==> src/io_pkg.sv <==
package io_pkg;

  // Width of the byte data ports
  parameter int byte_w = 8;

  typedef logic [byte_w-1:0] byte_t;

  // Two-bit flag word, same width both ways
  typedef logic [1:0] flag_t;

  // Commands accepted while idle
  typedef enum logic [1:0] {
    cmd_none = 2'd0,
    cmd_msg  = 2'd1,
    cmd_key  = 2'd2,
    cmd_run  = 2'd3
  } cmd_e;

  // Handshake phases during a transfer
  typedef enum logic [1:0] {
    strobe_idle  = 2'd0,
    strobe_one   = 2'd1,
    strobe_two   = 2'd2,
    strobe_reset = 2'd3
  } strobe_e;

  // Incoming flags mean a command in idle and a strobe everywhere else
  typedef union packed {
    cmd_e    cmd;
    strobe_e strobe;
  } flag_word_u;

endpackage
==> src/io_bridge.sv <==
module io_bridge #(
  parameter int block_bytes = 16
) (
  input  logic                                  clk,
  input  logic                                  reset_n,
  input  io_pkg::flag_t                         to_hw_sig,
  input  io_pkg::byte_t                         to_hw_port,
  output io_pkg::flag_t                         to_sw_sig,
  output io_pkg::byte_t                         to_sw_port,
  output logic [block_bytes*io_pkg::byte_w-1:0] msg_en,
  output logic [block_bytes*io_pkg::byte_w-1:0] key,
  output logic                                  io_ready,
  input  logic [block_bytes*io_pkg::byte_w-1:0] msg_de,
  input  logic                                  aes_ready
);

  logic                           capture_msg;
  logic                           capture_key;
  logic                           send;
  logic                           load_result;
  logic [$clog2(block_bytes)-1:0] byte_index;  // Shared by both data paths

  transfer_sequencer #(
    .block_bytes (block_bytes)
  ) sequencer_i (
    .clk         (clk),
    .reset_n     (reset_n),
    .to_hw_sig   (to_hw_sig),
    .aes_ready   (aes_ready),
    .to_sw_sig   (to_sw_sig),
    .capture_msg (capture_msg),
    .capture_key (capture_key),
    .send        (send),
    .load_result (load_result),
    .io_ready    (io_ready),
    .byte_index  (byte_index)
  );

  // Input side
  byte_collector #(
    .block_bytes (block_bytes)
  ) collector_i (
    .clk         (clk),
    .reset_n     (reset_n),
    .to_hw_port  (to_hw_port),
    .capture_msg (capture_msg),
    .capture_key (capture_key),
    .byte_index  (byte_index),
    .msg_en      (msg_en),
    .key         (key)
  );

  // Output side
  byte_serializer #(
    .block_bytes (block_bytes)
  ) serializer_i (
    .clk         (clk),
    .reset_n     (reset_n),
    .msg_de      (msg_de),
    .load_result (load_result),
    .send        (send),
    .byte_index  (byte_index),
    .to_sw_port  (to_sw_port)
  );

endmodule

==> src/byte_serializer.sv <==
module byte_serializer #(
  parameter int block_bytes = 16
) (
  input  logic                                  clk,
  input  logic                                  reset_n,
  input  logic [block_bytes*io_pkg::byte_w-1:0] msg_de,
  input  logic                                  load_result,
  input  logic                                  send,
  input  logic [$clog2(block_bytes)-1:0]        byte_index,
  output io_pkg::byte_t                         to_sw_port
);

  localparam int idx_w = $clog2(block_bytes);

  logic [block_bytes*io_pkg::byte_w-1:0] result;
  logic [idx_w-1:0]                      lane;

  // Engine output is held here so it need not stay stable afterwards
  always_ff @(posedge clk) begin
    if (!reset_n) begin
      result <= '0;
    end else if (load_result) begin
      result <= msg_de;
    end
  end

  assign lane = idx_w'(block_bytes - 1) - byte_index;  // Top byte goes first

  assign to_sw_port = send ? result[lane*io_pkg::byte_w +: io_pkg::byte_w] : '0;

endmodule

==> src/transfer_sequencer.sv <==
module transfer_sequencer #(
  parameter int block_bytes = 16
) (
  input  logic                           clk,
  input  logic                           reset_n,
  input  io_pkg::flag_t                  to_hw_sig,
  input  logic                           aes_ready,
  output io_pkg::flag_t                  to_sw_sig,
  output logic                           capture_msg,
  output logic                           capture_key,
  output logic                           send,
  output logic                           load_result,
  output logic                           io_ready,
  output logic [$clog2(block_bytes)-1:0] byte_index
);

  localparam int idx_w = $clog2(block_bytes);

  typedef enum logic [3:0] {
    st_reset,
    st_idle,
    st_read_msg,
    st_ack_msg,
    st_read_key,
    st_ack_key,
    st_run,
    st_result,
    st_send,
    st_got_ack
  } state_e;

  state_e             state;
  state_e             next_state;
  logic [idx_w-1:0]   count;
  logic [idx_w-1:0]   next_count;
  logic               last_byte;
  io_pkg::flag_word_u flag_word;

  assign flag_word  = to_hw_sig;
  assign last_byte  = count == idx_w'(block_bytes - 1);
  assign byte_index = count;

  always_ff @(posedge clk) begin
    if (!reset_n) begin
      state <= st_reset;
      count <= '0;
    end else begin
      state <= next_state;
      count <= next_count;
    end
  end

  always_comb begin
    next_state = state;
    next_count = count;
    case (state)
      st_reset: next_state = st_idle;

      st_idle: begin
        next_count = '0;
        case (flag_word.cmd)
          io_pkg::cmd_msg: next_state = st_read_msg;
          io_pkg::cmd_key: next_state = st_read_key;
          io_pkg::cmd_run: next_state = st_run;
          default:         next_state = st_idle;
        endcase
      end

      // Message rounds: software goes two then one
      st_read_msg: begin
        if (flag_word.strobe == io_pkg::strobe_two) next_state = st_ack_msg;
      end
      st_ack_msg: begin
        if (last_byte) begin
          if (flag_word.strobe == io_pkg::strobe_idle) next_state = st_idle;
        end else if (flag_word.strobe == io_pkg::strobe_one) begin
          next_state = st_read_msg;
          next_count = count + 1'b1;
        end
      end

      // Key rounds use the opposite strobe order
      st_read_key: begin
        if (flag_word.strobe == io_pkg::strobe_one) next_state = st_ack_key;
      end
      st_ack_key: begin
        if (last_byte) begin
          if (flag_word.strobe == io_pkg::strobe_idle) next_state = st_idle;
        end else if (flag_word.strobe == io_pkg::strobe_two) begin
          next_state = st_read_key;
          next_count = count + 1'b1;
        end
      end

      st_run: begin
        if (aes_ready) next_state = st_result;  // Engine latency is open-ended
      end
      st_result: begin
        if (flag_word.strobe == io_pkg::strobe_one) next_state = st_send;
      end

      st_send: begin
        if (flag_word.strobe == io_pkg::strobe_two) next_state = st_got_ack;
      end
      st_got_ack: begin
        if (last_byte) begin
          if (flag_word.strobe == io_pkg::strobe_idle) next_state = st_idle;
        end else if (flag_word.strobe == io_pkg::strobe_one) begin
          next_state = st_send;
          next_count = count + 1'b1;
        end
      end

      default: next_state = st_reset;
    endcase
  end

  // Flag out is a pure decode of the state register
  always_comb begin
    case (state)
      st_reset:    to_sw_sig = io_pkg::strobe_reset;
      st_read_msg: to_sw_sig = io_pkg::strobe_one;
      st_read_key: to_sw_sig = io_pkg::strobe_one;
      st_send:     to_sw_sig = io_pkg::strobe_one;
      st_result:   to_sw_sig = io_pkg::strobe_two;
      default:     to_sw_sig = io_pkg::strobe_idle;
    endcase
  end

  assign capture_msg = state == st_read_msg;
  assign capture_key = state == st_read_key;
  assign send        = state == st_send;
  assign io_ready    = state == st_run;
  assign load_result = io_ready && aes_ready;  // One pulse, state leaves run next edge

endmodule

==> src/byte_collector.sv <==
module byte_collector #(
  parameter int block_bytes = 16
) (
  input  logic                                  clk,
  input  logic                                  reset_n,
  input  io_pkg::byte_t                         to_hw_port,
  input  logic                                  capture_msg,
  input  logic                                  capture_key,
  input  logic [$clog2(block_bytes)-1:0]        byte_index,
  output logic [block_bytes*io_pkg::byte_w-1:0] msg_en,
  output logic [block_bytes*io_pkg::byte_w-1:0] key
);

  localparam int idx_w = $clog2(block_bytes);

  logic [idx_w-1:0] lane;

  // Index 0 lands in the top byte lane
  assign lane = idx_w'(block_bytes - 1) - byte_index;

  // Capture repeats every cycle of the read phase, last sample wins
  always_ff @(posedge clk) begin
    if (!reset_n) begin
      msg_en <= '0;
      key    <= '0;
    end else begin
      if (capture_msg) begin
        msg_en[lane*io_pkg::byte_w +: io_pkg::byte_w] <= to_hw_port;
      end
      if (capture_key) begin
        key[lane*io_pkg::byte_w +: io_pkg::byte_w] <= to_hw_port;
      end
    end
  end

endmodule

==> config.mk <==
export PLATFORM = sky130hd
export DESIGN_NAME = io_bridge
export DESIGN_NICKNAME = d
export VERILOG_FILES = /design/src/io_pkg.sv /design/src/io_bridge.sv /design/src/byte_serializer.sv /design/src/transfer_sequencer.sv /design/src/byte_collector.sv
export SDC_FILE = /design/constraint.sdc
export NUM_CORES = 1
export LEC_CHECK = 0
export BUFFER_PORTS_ARGS = -buffer_cell sky130_fd_sc_hd__buf_2
export CORE_MARGIN = 2
export CORE_UTILIZATION = 25
export CTS_CLUSTER_SIZE = 12
export DETAILED_ROUTE_END_ITERATION = 7
export GPL_TIMING_DRIVEN = 0
export PLACE_DENSITY = 0.4
export SLEW_MARGIN = 20
export SYNTH_ARGS = -nofsm -noshare
export SYNTH_HDL_FRONTEND = slang
export SYNTH_HIERARCHICAL = 1
export SYNTH_SLANG_ARGS = --single-unit
==> constraint.sdc <==
create_clock -name clk -period 6 [get_ports clk]
set_input_delay 1.5 -clock clk [delete_from_list [all_inputs] [get_ports clk]]
set_output_delay 1.5 -clock clk [all_outputs]
set_load 0.005 [all_outputs]
==> impl_metrics.env <==
export IMPL_rrSetupSlack_ps=2950
export IMPL_vdd_ir_drop_max_v=0.000190
export IMPL_htree_num_levels=2
export IMPL_crit_path_cell_trace="buf_6 -> nor2_1 -> and3_1 -> nand2_1 -> a221oi_1 -> o21ai_1 -> o21ai_1 -> buf_2"
export IMPL_clock_root_buffer="clkbuf_16"
export IMPL_postSynthCellCount=1622
export IMPL_io_pins=408
export IMPL_die_y_um=261
export IMPL_cpMaxStageDelayCell="a221oi_1"
export IMPL_yosys_area_share_adder=0.00227
export IMPL_powerDensity_nw_per_um2=306
export IMPL_cts_hold_buf=0
export IMPL_worstSetupEndpointType="output pin"
export IMPL_place_area_um2=19600
export IMPL_grt_pass1_wl_mm=89.6
export IMPL_post_dp_hpwl_mm=46.7
export IMPL_synth_compound_area_share=0.0398
export IMPL_grt_max_degree=18
export IMPL_gp_congestion=0.792
export IMPL_ys_warn_count=6
export IMPL_setup_tns_ps=0
export IMPL_antenna_found_initial=15
export IMPL_fmax_mhz=221
export IMPL_p_leak_nw=9.32
export IMPL_wl_met2_mm=29.3
export IMPL_ctsResizeCount=0
export IMPL_synth_area_mux_share=0.264
export IMPL_tightest_slew_ps=1150
export IMPL_cp_top_family="simple AND/OR/NAND/NOR gates"
export IMPL_num_vias=13338
export IMPL_die_w_um=261
export IMPL_cts_setup_buffers=0
export IMPL_arrival_ps=3020
export IMPL_worst_setup_path_type="flip-flop to output pin"
export IMPL_slowest_delay_ps=570
export IMPL_finalCritPeriodShare=0.753
export IMPL_setup_viol=0
export IMPL_grt_pass1_vias=13597
export IMPL_synth_cell_types=66
export IMPL_highest_layer="met5"
export IMPL_synthFlopType="dfxtp_1"
export IMPL_avgRoutedWirePerCell_um=20.7
export IMPL_skew_ps=28.6
export IMPL_cts_inserted_buffers=48
export IMPL_wl_met1_mm=26.2
export IMPL_min_period_ps=4520
export IMPL_dr_pass1_iters=5
export IMPL_area_delta_synth_final_pct=28.6
export IMPL_grtUsageTotal=0.176
export IMPL_final_cells=2973
export IMPL_finalNetCount=2216
export IMPL_io_buffers=399
export IMPL_ys_ff_latch=392
export IMPL_dr_first_iter_drc_count=640
export IMPL_cts_path_max_buffers=3
export IMPL_synthArstFlopShare=0
export IMPL_initial_utilization=0.252
export IMPL_synth_top_family_by_area="multiplexers"
export IMPL_core_area_um2=65600
export IMPL_final_antenna_net_count=0
export IMPL_vias_per_cell=4.49
export IMPL_status="complete, no violations"
export IMPL_rsz0062_at_grt="false"
export IMPL_stdcell_area_um2=21200
export IMPL_insertion_delay_ps=580
export IMPL_syn_nets=1766
export IMPL_hp_class="flip-flop to flip-flop"
export IMPL_clk_pin_slew_ps=60
export IMPL_avgSynthCellArea_um2=10.2
export IMPL_drive_above_1_share=0.264
export IMPL_maxCapViolCount=0
export IMPL_maxSlewViolCount=0
export IMPL_drt_wl_total_mm=61.6
export IMPL_cts_tree="built"
export IMPL_crit_fanout=10
export IMPL_slew_headroom=0.235
export IMPL_hold_violations=0
export IMPL_wl_met3_mm=4.24
export IMPL_overflow=0
export IMPL_syn_area_um2=16500
export IMPL_clock_sinks=392
export IMPL_yosys_area_share_simple=0.180
export IMPL_drc=0
export IMPL_cp_required_ps=4500
export IMPL_die_area_um2=68200
export IMPL_cp_common_cell="o21ai_1"
export IMPL_cp_num_buf_inv=2
export IMPL_synth_edf_count=0
export IMPL_ys_seq_area_frac=0.475
export IMPL_synth_xor_area_share=0.00311
export IMPL_rows=94
export IMPL_placed_cells=2886
export IMPL_cp_start_kind="flip-flop"
==> flip-flops by register name, indices dropped and copies added (netlist names) <==
name / count
sequencer_i/state: 4
collector_i/key: 128
serializer_i/result: 128
collector_i/msg_en: 128
sequencer_i/byte_index: 4
==> cells by family (layout without fill, tap and decap cells) <==
family,Yosys count,count (layout)
xor+xnor,5,5
mux,404,404
compound gates,95,95
buf+inv,114,599
flops,392,392
simple gates,609,609
fa+ha+maj,3,3
other cells,0,2
==> report_power, final <==
| part | leakage, nW | switching (mW) | internal (mW) |
|---|---|---|---|
| Sequential | 3.16 | 0.0322 | 2.64 |
| Clock | 0.793 | 1.17 | 1.79 |
| Combinational | 5.37 | 0.548 | 0.327 |
==> routing by layer <==
metal  up-vias  GRT usage
met5         -          0
met3       109     0.0494
met2       404      0.298
li1       6502          -
met4        26     0.0527
met1      6297      0.218
==> stage by stage <==
stage | power, mW | hold WS [ps] | setup WS (ps) | utilization
global placement | 3.62 | 445 | 1970 | 0.299
floorplan | 3.29 | 451 | 2990 | -
CTS | 6.63 | 452 | 1520 | 0.324
global route | 6.78 | 468 | 1300 | 0.324
detailed placement | 3.62 | 444 | 1940 | 0.299
finish | 6.51 | 452 | 1480 | 0.324
==> Yosys cell counts, drive strengths merged, types with 11 or more instances <==
library cell  number  area, um^2
a21boi            31         233
a21oi             19        98.9
and2              11        68.8
buf               40         319
clkbuf            68         260
dfxtp            392        7850
mux2i            381        3810
mux4              22         529
nand2            339        1280
nand3             32         160
nand4             11        68.8
nor2              17        68.8
nor2b            136         851
o21ai             21         109
or3               28         175
==> path summary, 6_finish.rpt <==
path | startpoint | to | depth (start not counted)
worst max-delay path | sequencer_i/state[1]$_SDFFE_PN0P_ | to_sw_port[0] | 8
worst min-delay path | collector_i/msg_en[86]$_SDFFE_PN0P_ | collector_i/msg_en[86]$_SDFFE_PN0P_ | 2
worst max register to register | sequencer_i/byte_index[1]$_SDFFE_PN0P_ | collector_i/key[95]$_SDFFE_PN0P_ | 7
worst min register to register | collector_i/msg_en[86]$_SDFFE_PN0P_ | collector_i/msg_en[86]$_SDFFE_PN0P_ | 2
==> worst min-delay path, cell delays in order (launching register included) <==
cell      delay [ps]
dfxtp_1          300
nand2_1           50
a21boi_1          50
==> cell usage in the layout (no fill, tap or decap), types with 3 or more instances in the layout <==
cell,Yosys,routed
and2_0,3,3
nand4_1,11,11
ha_1,3,3
buf_4,3,3
or4_4,4,4
nand3_1,32,32
clkbuf_8,0,16
nand2_2,4,4
mux4_2,13,13
dfxtp_1,392,392
nand2_1,335,335
buf_1,4,4
bufinv_16,0,3
clkbuf_16,0,48
clkbuf_2,1,4
and2_1,8,8
and3_1,6,6
nor2_1,15,15
a221oi_1,7,7
xnor2_1,3,3
mux2i_1,381,381
nor2b_1,136,136
buf_2,20,419
o21ai_1,12,13
clkinv_2,0,6
o21ai_0,8,7
nand2b_1,8,8
mux4_1,9,9
clkinvlp_4,0,3
a21boi_0,12,12
inv_1,3,3
o2111ai_1,3,3
a21boi_1,19,19
or3_1,28,28
clkbuf_1,66,70
inv_2,3,3
buf_6,9,9
a21oi_1,18,18
buf_12,4,4
==> layout make-up <==
| type | instances | area [um^2] |
|---|---|---|
| fill | 6964 | 44400 |
| multi-input combinational | 1116 | 8070 |
| sequential | 392 | 7850 |
| timing repair buffer | 400 | 2010 |
| clock buffer | 71 | 1450 |
| tap | 864 | 1080 |
| buffer | 108 | 583 |
| clock inverter | 14 | 168 |
| inverter | 6 | 22.5 |
| antenna | 2 | 5.00 |
Power figures use the tool's default switching activity.
